### config.mk
export PLATFORM = sky130hd
export DESIGN_NAME = zstd_dec_wrapper
export DESIGN_NICKNAME = d
export VERILOG_FILES = /design/src/design/axi_pkg.sv /design/src/design/zstd_pkg.sv /design/src/design/zstd_dec_wrapper.sv /design/src/design/csr_regfile.sv /design/src/design/mem_read_arbiter.sv
export VERILOG_INCLUDE_DIRS = /design/src /design/src/design
export SDC_FILE = /design/constraint.sdc
export NUM_CORES = 1
export LEC_CHECK = 0
export CELL_PAD_IN_SITES_DETAIL_PLACEMENT = 1
export CELL_PAD_IN_SITES_GLOBAL_PLACEMENT = 1
export CORE_AREA = 2 2 334 336
export DETAILED_ROUTE_END_ITERATION = 8
export DIE_AREA = 0 0 336 338
export DONT_BUFFER_PORTS = 1
export PLACE_DENSITY_LB_ADDON = 0.1
export SETUP_SLACK_MARGIN = 0.2
export SYNTH_ARGS = -nofsm -noshare
export SYNTH_HDL_FRONTEND = slang
export SYNTH_HIERARCHICAL = 1
export SYNTH_SLANG_ARGS = --single-unit
### constraint.sdc
create_clock -name clk -period 3.1 [get_ports clk]
set_input_delay 0.155 -clock clk [delete_from_list [all_inputs] [get_ports clk]]
set_output_delay 0.155 -clock clk [all_outputs]
set_load 0.01 [all_outputs]
### src/design/zstd_defines.svh
`ifndef ZSTD_DEFINES_SVH
`define ZSTD_DEFINES_SVH

// AXI bus widths shared by the memory and CSR ports
`define AXI_DATA_W 32

`define AXI_ADDR_W 16

`define AXI_ID_W 4

// One strobe bit per data byte
`define AXI_STRB_W 4

// Decoder clients that read from memory
`define MEM_CLIENT_COUNT 4

// Word registers behind the CSR port
`define CSR_REG_COUNT 4

`endif
### src/design/axi_pkg.sv
`include "zstd_defines.svh"

package axi_pkg;

  typedef logic [`AXI_ADDR_W-1:0] axi_addr_t;
  typedef logic [`AXI_DATA_W-1:0] axi_data_t;
  typedef logic [`AXI_ID_W-1:0]   axi_id_t;
  typedef logic [`AXI_STRB_W-1:0] axi_strb_t;
  // Beats minus one
  typedef logic [7:0]             axi_len_t;
  typedef logic [2:0]             axi_size_t;
  typedef logic [1:0]             axi_burst_t;
  // Memory side response code
  typedef logic [1:0]             axi_resp_t;
  // Client side response code, top bit unused
  typedef logic [2:0]             xls_resp_t;

  typedef struct packed {
    axi_id_t    id;
    axi_addr_t  addr;
    axi_len_t   len;
    axi_size_t  size;
    axi_burst_t burst;
  } axi_ar_t;

  typedef struct packed {
    axi_id_t    id;
    axi_addr_t  addr;
    axi_len_t   len;
    axi_size_t  size;
    axi_burst_t burst;
  } axi_aw_t;

  typedef struct packed {
    axi_data_t data;
    axi_strb_t strb;
    logic      last;
  } axi_w_t;

  typedef struct packed {
    axi_id_t   id;
    axi_data_t data;
    xls_resp_t resp;
    logic      last;
  } axi_r_t;

  typedef struct packed {
    axi_id_t   id;
    axi_data_t data;
    axi_resp_t resp;
    logic      last;
  } axi_mem_r_t;

  typedef struct packed {
    axi_id_t   id;
    xls_resp_t resp;
  } axi_b_t;

  typedef struct packed {
    axi_id_t   id;
    axi_resp_t resp;
  } axi_mem_b_t;

  // Memory code toward a client
  function automatic xls_resp_t widen_resp(axi_resp_t resp);
    return {1'b0, resp};
  endfunction

endpackage

### src/design/zstd_pkg.sv
`include "zstd_defines.svh"

package zstd_pkg;
  import axi_pkg::*;

  // Read clients in arbitration order
  typedef enum logic [$clog2(`MEM_CLIENT_COUNT)-1:0] {
    FH  = 0,
    BH  = 1,
    RAW = 2,
    RLE = 3
  } mem_client_e;

  // Word index of each CSR
  typedef enum logic [$clog2(`CSR_REG_COUNT)-1:0] {
    CSR_CTRL       = 0,
    CSR_STATUS     = 1,
    CSR_INPUT_BUF  = 2,
    CSR_OUTPUT_BUF = 3
  } csr_reg_e;

  // Register contents as seen by the decoder core
  typedef struct packed {
    axi_data_t output_buf;
    axi_data_t input_buf;
    axi_data_t status;
    axi_data_t ctrl;
  } csr_regs_t;

endpackage

### src/design/zstd_dec_wrapper.sv
`include "zstd_defines.svh"

module zstd_dec_wrapper
  import axi_pkg::*;
  import zstd_pkg::*;
(
  input  logic                         clk,
  input  logic                         rst_n,

  // Decoder read clients
  input  axi_ar_t                      client_ar [`MEM_CLIENT_COUNT],
  input  logic [`MEM_CLIENT_COUNT-1:0] client_ar_valid,
  output logic [`MEM_CLIENT_COUNT-1:0] client_ar_ready,
  output axi_r_t                       client_r [`MEM_CLIENT_COUNT],
  output logic [`MEM_CLIENT_COUNT-1:0] client_r_valid,
  input  logic [`MEM_CLIENT_COUNT-1:0] client_r_ready,

  // Sequence executor writes
  input  axi_aw_t                      seq_aw,
  input  logic                         seq_aw_valid,
  output logic                         seq_aw_ready,
  input  axi_w_t                       seq_w,
  input  logic                         seq_w_valid,
  output logic                         seq_w_ready,
  output axi_b_t                       seq_b,
  output logic                         seq_b_valid,
  input  logic                         seq_b_ready,

  // Memory master
  output axi_ar_t                      mem_ar,
  output logic                         mem_ar_valid,
  input  logic                         mem_ar_ready,
  input  axi_mem_r_t                   mem_r,
  input  logic                         mem_r_valid,
  output logic                         mem_r_ready,
  output axi_aw_t                      mem_aw,
  output logic                         mem_aw_valid,
  input  logic                         mem_aw_ready,
  output axi_w_t                       mem_w,
  output logic                         mem_w_valid,
  input  logic                         mem_w_ready,
  input  axi_mem_b_t                   mem_b,
  input  logic                         mem_b_valid,
  output logic                         mem_b_ready,

  // CSR slave
  input  axi_aw_t                      csr_aw,
  input  logic                         csr_aw_valid,
  output logic                         csr_aw_ready,
  input  axi_w_t                       csr_w,
  input  logic                         csr_w_valid,
  output logic                         csr_w_ready,
  output axi_b_t                       csr_b,
  output logic                         csr_b_valid,
  input  logic                         csr_b_ready,
  input  axi_ar_t                      csr_ar,
  input  logic                         csr_ar_valid,
  output logic                         csr_ar_ready,
  output axi_r_t                       csr_r,
  output logic                         csr_r_valid,
  input  logic                         csr_r_ready,
  input  axi_data_t                    status,
  output csr_regs_t                    regs
);

  mem_read_arbiter u_read_arb (
    .clk, .rst_n,
    .client_ar, .client_ar_valid, .client_ar_ready,
    .client_r, .client_r_valid, .client_r_ready,
    .mem_ar, .mem_ar_valid, .mem_ar_ready,
    .mem_r, .mem_r_valid, .mem_r_ready
  );

  csr_regfile u_csr (
    .clk, .rst_n,
    .csr_aw, .csr_aw_valid, .csr_aw_ready,
    .csr_w, .csr_w_valid, .csr_w_ready,
    .csr_b, .csr_b_valid, .csr_b_ready,
    .csr_ar, .csr_ar_valid, .csr_ar_ready,
    .csr_r, .csr_r_valid, .csr_r_ready,
    .status, .regs
  );

  // Write path has no other master
  assign mem_aw       = seq_aw;
  assign mem_aw_valid = seq_aw_valid;
  assign seq_aw_ready = mem_aw_ready;
  assign mem_w        = seq_w;
  assign mem_w_valid  = seq_w_valid;
  assign seq_w_ready  = mem_w_ready;
  assign seq_b        = '{id: mem_b.id, resp: widen_resp(mem_b.resp)};
  assign seq_b_valid  = mem_b_valid;
  assign mem_b_ready  = seq_b_ready;

endmodule

### src/design/csr_regfile.sv
`include "zstd_defines.svh"

module csr_regfile
  import axi_pkg::*;
  import zstd_pkg::*;
(
  input  logic      clk,
  input  logic      rst_n,
  input  axi_aw_t   csr_aw,
  input  logic      csr_aw_valid,
  output logic      csr_aw_ready,
  input  axi_w_t    csr_w,
  input  logic      csr_w_valid,
  output logic      csr_w_ready,
  output axi_b_t    csr_b,
  output logic      csr_b_valid,
  input  logic      csr_b_ready,
  input  axi_ar_t   csr_ar,
  input  logic      csr_ar_valid,
  output logic      csr_ar_ready,
  output axi_r_t    csr_r,
  output logic      csr_r_valid,
  input  logic      csr_r_ready,
  input  axi_data_t status,
  output csr_regs_t regs
);

  localparam xls_resp_t RESP_OKAY   = 3'd0;
  localparam xls_resp_t RESP_SLVERR = 3'd2;

  axi_data_t ctrl_q;
  axi_data_t input_buf_q;
  axi_data_t output_buf_q;
  axi_data_t rd_data;
  logic      wr_fire;
  logic      rd_fire;

  function automatic logic addr_ok(axi_addr_t addr);
    return (addr >> 2) < `CSR_REG_COUNT;
  endfunction

  function automatic csr_reg_e reg_index(axi_addr_t addr);
    return csr_reg_e'(addr[$bits(csr_reg_e)+1:2]);
  endfunction

  function automatic axi_data_t merge(axi_data_t old, axi_data_t data, axi_strb_t strb);
    axi_data_t res;
    res = old;
    for (int b = 0; b < `AXI_STRB_W; b++) begin
      if (strb[b]) begin
        res[8*b +: 8] = data[8*b +: 8];
      end
    end
    return res;
  endfunction

  // Address and data are taken together
  assign csr_aw_ready = !csr_b_valid && csr_w_valid;
  assign csr_w_ready  = !csr_b_valid && csr_aw_valid;
  assign wr_fire      = !csr_b_valid && csr_aw_valid && csr_w_valid;
  assign csr_ar_ready = !csr_r_valid;
  assign rd_fire      = csr_ar_valid && csr_ar_ready;

  always_ff @(posedge clk) begin
    if (!rst_n) begin
      ctrl_q       <= '0;
      input_buf_q  <= '0;
      output_buf_q <= '0;
    end else if (wr_fire && addr_ok(csr_aw.addr)) begin
      case (reg_index(csr_aw.addr))
        CSR_CTRL:       ctrl_q       <= merge(ctrl_q, csr_w.data, csr_w.strb);
        CSR_INPUT_BUF:  input_buf_q  <= merge(input_buf_q, csr_w.data, csr_w.strb);
        CSR_OUTPUT_BUF: output_buf_q <= merge(output_buf_q, csr_w.data, csr_w.strb);
        // Status is read-only
        default: ;
      endcase
    end
  end

  always_comb begin
    case (reg_index(csr_ar.addr))
      CSR_CTRL:       rd_data = ctrl_q;
      CSR_STATUS:     rd_data = status;
      CSR_INPUT_BUF:  rd_data = input_buf_q;
      default:        rd_data = output_buf_q;
    endcase
    if (!addr_ok(csr_ar.addr)) begin
      rd_data = '0;
    end
  end

  always_ff @(posedge clk) begin
    if (!rst_n) begin
      csr_b_valid <= 1'b0;
      csr_r_valid <= 1'b0;
    end else begin
      if (wr_fire) begin
        csr_b_valid <= 1'b1;
      end else if (csr_b_ready) begin
        csr_b_valid <= 1'b0;
      end
      if (rd_fire) begin
        csr_r_valid <= 1'b1;
      end else if (csr_r_ready) begin
        csr_r_valid <= 1'b0;
      end
    end
  end

  always_ff @(posedge clk) begin
    if (wr_fire) begin
      csr_b <= '{id: csr_aw.id, resp: addr_ok(csr_aw.addr) ? RESP_OKAY : RESP_SLVERR};
    end
    if (rd_fire) begin
      csr_r <= '{id: csr_ar.id, data: rd_data,
                 resp: addr_ok(csr_ar.addr) ? RESP_OKAY : RESP_SLVERR, last: 1'b1};
    end
  end

  assign regs = '{output_buf: output_buf_q, input_buf: input_buf_q, status: status,
                  ctrl: ctrl_q};

  // Single beat writes only
  wr_single_beat_a: assert property (@(posedge clk) disable iff (!rst_n)
    wr_fire |-> csr_w.last);

endmodule

### src/design/mem_read_arbiter.sv
`include "zstd_defines.svh"

module mem_read_arbiter
  import axi_pkg::*;
  import zstd_pkg::*;
(
  input  logic                         clk,
  input  logic                         rst_n,
  input  axi_ar_t                      client_ar [`MEM_CLIENT_COUNT],
  input  logic [`MEM_CLIENT_COUNT-1:0] client_ar_valid,
  output logic [`MEM_CLIENT_COUNT-1:0] client_ar_ready,
  output axi_r_t                       client_r [`MEM_CLIENT_COUNT],
  output logic [`MEM_CLIENT_COUNT-1:0] client_r_valid,
  input  logic [`MEM_CLIENT_COUNT-1:0] client_r_ready,
  output axi_ar_t                      mem_ar,
  output logic                         mem_ar_valid,
  input  logic                         mem_ar_ready,
  input  axi_mem_r_t                   mem_r,
  input  logic                         mem_r_valid,
  output logic                         mem_r_ready
);

  typedef enum logic [1:0] {
    ST_IDLE,
    ST_ADDR,
    ST_DATA
  } state_e;

  state_e      state_q;
  axi_ar_t     ar_q;
  mem_client_e grant_q;
  mem_client_e last_q;
  mem_client_e pick_idx;
  logic        pick_found;
  logic        burst_done;
  axi_r_t      r_beat;

  // Round robin search starting after the last grant
  always_comb begin
    mem_client_e cand;
    pick_found = 1'b0;
    pick_idx   = last_q;
    for (int i = 1; i <= `MEM_CLIENT_COUNT; i++) begin
      cand = mem_client_e'((int'(last_q) + i) % `MEM_CLIENT_COUNT);
      if (!pick_found && client_ar_valid[cand]) begin
        pick_found = 1'b1;
        pick_idx   = cand;
      end
    end
  end

  assign burst_done = (state_q == ST_DATA) && mem_r_valid && mem_r_ready && mem_r.last;

  always_ff @(posedge clk) begin
    if (!rst_n) begin
      state_q <= ST_IDLE;
      grant_q <= FH;
      // Makes the first search start at FH
      last_q  <= RLE;
    end else begin
      case (state_q)
        ST_IDLE: begin
          if (pick_found) begin
            state_q <= ST_ADDR;
            grant_q <= pick_idx;
          end
        end
        ST_ADDR: begin
          if (mem_ar_ready) begin
            state_q <= ST_DATA;
          end
        end
        ST_DATA: begin
          if (burst_done) begin
            state_q <= ST_IDLE;
            last_q  <= grant_q;
          end
        end
        default: state_q <= ST_IDLE;
      endcase
    end
  end

  always_ff @(posedge clk) begin
    if (state_q == ST_IDLE && pick_found) begin
      ar_q <= client_ar[pick_idx];
    end
  end

  assign mem_ar       = ar_q;
  assign mem_ar_valid = (state_q == ST_ADDR);
  assign mem_r_ready  = (state_q == ST_DATA) && client_r_ready[grant_q];

  assign r_beat = '{id: mem_r.id, data: mem_r.data, resp: widen_resp(mem_r.resp),
                    last: mem_r.last};

  // Payload goes to every client, valid only to the winner
  always_comb begin
    for (int i = 0; i < `MEM_CLIENT_COUNT; i++) begin
      client_r[i]        = r_beat;
      client_r_valid[i]  = (state_q == ST_DATA) && (int'(grant_q) == i) && mem_r_valid;
      client_ar_ready[i] = (state_q == ST_ADDR) && (int'(grant_q) == i) && mem_ar_ready;
    end
  end

  ar_stable_a: assert property (@(posedge clk) disable iff (!rst_n)
    mem_ar_valid && !mem_ar_ready |=> mem_ar_valid && $stable(mem_ar));

  r_single_client_a: assert property (@(posedge clk) disable iff (!rst_n)
    $onehot0(client_r_valid));

endmodule

==> summary.md <==
| Metric | Value |
|---|---|
| Vias per std cell | between 2 and 3 |
| Cell Count, Final, Fillers Out | between 2000 and 2500 |
| Synth Instances | between 900 and 1000 |
| Ranking of synthesized cells by area | edfxtp_1 21%, buf_4 19%, dfxtp_1 19%, mux2i_1 18%, mux4_2 6.8% |
| Initial Util | 0.0986 |
| Vias in the first global route | 7574 |
| Status | completed |
| Die width | between 300 and 400 um |
| #FFs+latches synth | between 150 and 200 |
| # setup viols final | 0 |
| Met3 Track Usage GR | 0.0557 |
| Total negative slack | 0 ns |
| DR DRC count | 0 |
| Critical path fanouts, max | 30 |
| Total global-route track usage | 0.0919 |
| Static leakage power | approximately 4.5 nW |
| Peak VDD IR | ~470 uV |
| Rel. slew slack | 0.266 |
| Peak Freq | between 300 and 400 MHz |
| Core Area | ~110000 um2 |
| DR pass1 iterations | 4 |
| I/O pins | roughly 870 |
| Iteration-0 DRC Markers | 249 |
| Fillcell total | approximately 13000 |
| DIE AREA | around 110000 um2 |
| Post-placement cell count | about 2200 |
| Synth top area share | 0.208 |
| Pin count of the biggest net entering global routing | 134 |
| Max-cap viol count | 0 |
| Post-route ant nets | 0 |
| Busiest grt layer | met2 |
| Die H | between 300 and 400 um |
| H-tree Lvls | 4 |
| CP endpoint kind | flip-flop |
| Hold/Removal Path Class | input pin to flip-flop |
| GRT Residual Overflow | 0 |
| Initial antenna violation count | 20 |
| Met1 Use GR | 0.0889 |
| Slew @ Worst Pin | ~1.1 ns |
| Seq/Total Area, Yosys | 0.399 |
| Fin nets | roughly 1300 |
| Via Count | ~7000 |
| Family with the most delay on the worst path | buffers and inverters |
| Ys flop type | dfxtp_1 |
| Worst skew pair latency | 0.54 ns |
| Total Wirelength | ~53000 um |
| Root buf cell | clkbuf_16 |
| Period utilisation layout | 0.878 |
| Power density over cell area | approximately 440 nW/um2 |
| Critical path arrival | approximately 3.0 ns |
| Max incr delay on CP | ~0.57 ns |
| Area leader, netlist | edfxtp_1 |
| Clock tree buffer depth | 2 |
| Num CTS Buffers | 17 |
| Post-Syn Area | ~11000 um2 |
| CTS tree | built |
| CTS Sinks | 179 |
| Final Hold Viols | 0 |
| Min Hold Slack | roughly 0.046 ns |
| Critical path type | flip-flop to flip-flop |
| Rows | 122 |
| Minimum clock period | approximately 2.7 ns |
| Detailed Place HPWL | 37000 um |
| Most used cell, CP | mux2i_1 |
| Post-CTS Resized | 0 |
| RD Place Congestion | between 0.6 and 0.7 |
| RSZ-0062 raised after global routing | false |
| Worst setup SP type | flip-flop |
| Count leader, synth | buf_4 |
| Clock Skew | 0.0109 ns |
| Synth Warn # | 6 |
| Post-CTS Setup Bufs | 0 |
| Post-synth EDFFs | between 70 and 80 |
| First-pass GRT wire length | a little under 70000 um |
| Slew Limit Fails | 0 |
| FFs w/ async S/R, synth | 0 |
| Slowest cell on crit path | dlygate4sd3_1 |
| Worst path cell trace | nand3b_1 > a31oi_4 > buf_4 > mux2i_1 > dlygate4sd3_1 > mux2i_1 |
| CP required | 3.35 ns |
| Clk pin slew, worst setup/hold paths | around 0.080 ns |
| Ratio of cells with drive above 1 in the final layout | 0.104 |
| Drt wl/cell | 22.0 um |
| Buf+Inv Stages, Crit Path | 2 |
| Port Buffer Count | 0 |
| Synth unique cells | 37 |
| Met2 Use GR | 0.156 |
| Post-synth top cells | 280 x buf_4, 199 x mux2i_1, 136 x nand2_1 |
| Power Total | between 5 and 6 mW |
| Mean Syn Cell Area | ~11 um2 |
| Layout area overhead | 23.0% |
metal layers:
metal / vias to the layer above / routed length [um]
met5: - / 248
met4: 18 / 1840
met3: 132 / 6480
met2: 502 / 26000
met1: 3370 / 18900
li1: 2965 / -
kinds of logic (layout without fill, tap and decap cells):
logic type,Yosys count,in the layout,synth area share
AOI/OAI and AO/OA,9,9,0.00923
buffers and inverters,331,282,0.234
DFF,179,179,0.399
muxes,232,232,0.252
other,4,22,0.00138
and+or+nand+nor,223,223,0.104
stage by stage:
| step | util | instance area (um2) | worst slack [ns] |
|---|---|---|---|
| 3_5_place_dp | 0.0939 | 10300 | 0.866 |
| 2_1_floorplan | - | 10900 | 0.628 |
| 4_1_cts | 0.121 | 13300 | 0.389 |
| 5_1_grt | 0.121 | 13300 | 0.216 |
| 6_report | 0.121 | 13400 | 0.377 |
| 3_3_place_gp | 0.0939 | 10300 | 0.924 |
flip-flops by register name, summed over array words and instances, names as in the netlist:
name and flops:
u_csr/csr_b 5, u_csr/csr_r_valid 1, u_csr/output_buf_q 32, u_csr/input_buf_q 32
u_read_arb/mem_ar 33, u_read_arb/grant_q 2, u_csr/csr_r 37, u_csr/csr_b_valid 1
u_read_arb/state_q 2, u_csr/ctrl_q 32, u_read_arb/last_q 2
where the power goes:
part,internal [mW],switching (mW)
clock network,1.12,1.29
logic,0.395,0.354
registers,2.58,0.110
path summary, 6_finish.rpt:
path / startpoint / slack, ns / to / depth (start not counted)
worst max-delay path: u_read_arb/last_q[1] / 0.38 / u_read_arb/mem_ar[30] / 6
worst min-delay path: rst_n / 0.05 / u_read_arb/last_q[0] / 2
worst max register to register: u_read_arb/last_q[1] / 0.38 / u_read_arb/mem_ar[30] / 6
worst min register to register: u_csr/input_buf_q[8] / 0.54 / u_csr/input_buf_q[8] / 2
placed cells by master, fill, tap and decap left out, types with 4 or more instances in the layout:
cell	Yosys	routed
dfxtp_1	104	104
buf_4	280	10
nor4_1	5	5
inv_8	0	5
clkbuf_16	0	17
nand3_4	4	4
nor2_1	12	12
mux4_2	33	33
inv_1	5	5
nand2_1	136	136
mux2i_1	199	199
edfxtp_1	75	75
diode_2	0	12
dlygate4sd3_1	0	231
nand2b_1	6	6
and3_4	6	6
nor2b_1	37	36
conb_1	4	10
final cells by class:
type / count / area [um2] / area share
sequential: 179 / 4330 / 0.325
multi-input combinational: 474 / 4030 / 0.302
timing repair buffer: 245 / 2490 / 0.187
tap: 1488 / 1860 / 0.139
clock buffer: 20 / 457 / 0.0342
clock inverter: 12 / 131 / 0.00984
antenna: 12 / 30.0 / 0.00225
inverter: 5 / 18.8 / 0.00141
timing repair:
action / in CTS / in global routing
hold buffers: 234 / 0
endpoints found under the hold margin: 182 / 0
endpoints found under the setup margin: 0 / 0
Note: power is estimated with default switching activity, not from simulation.
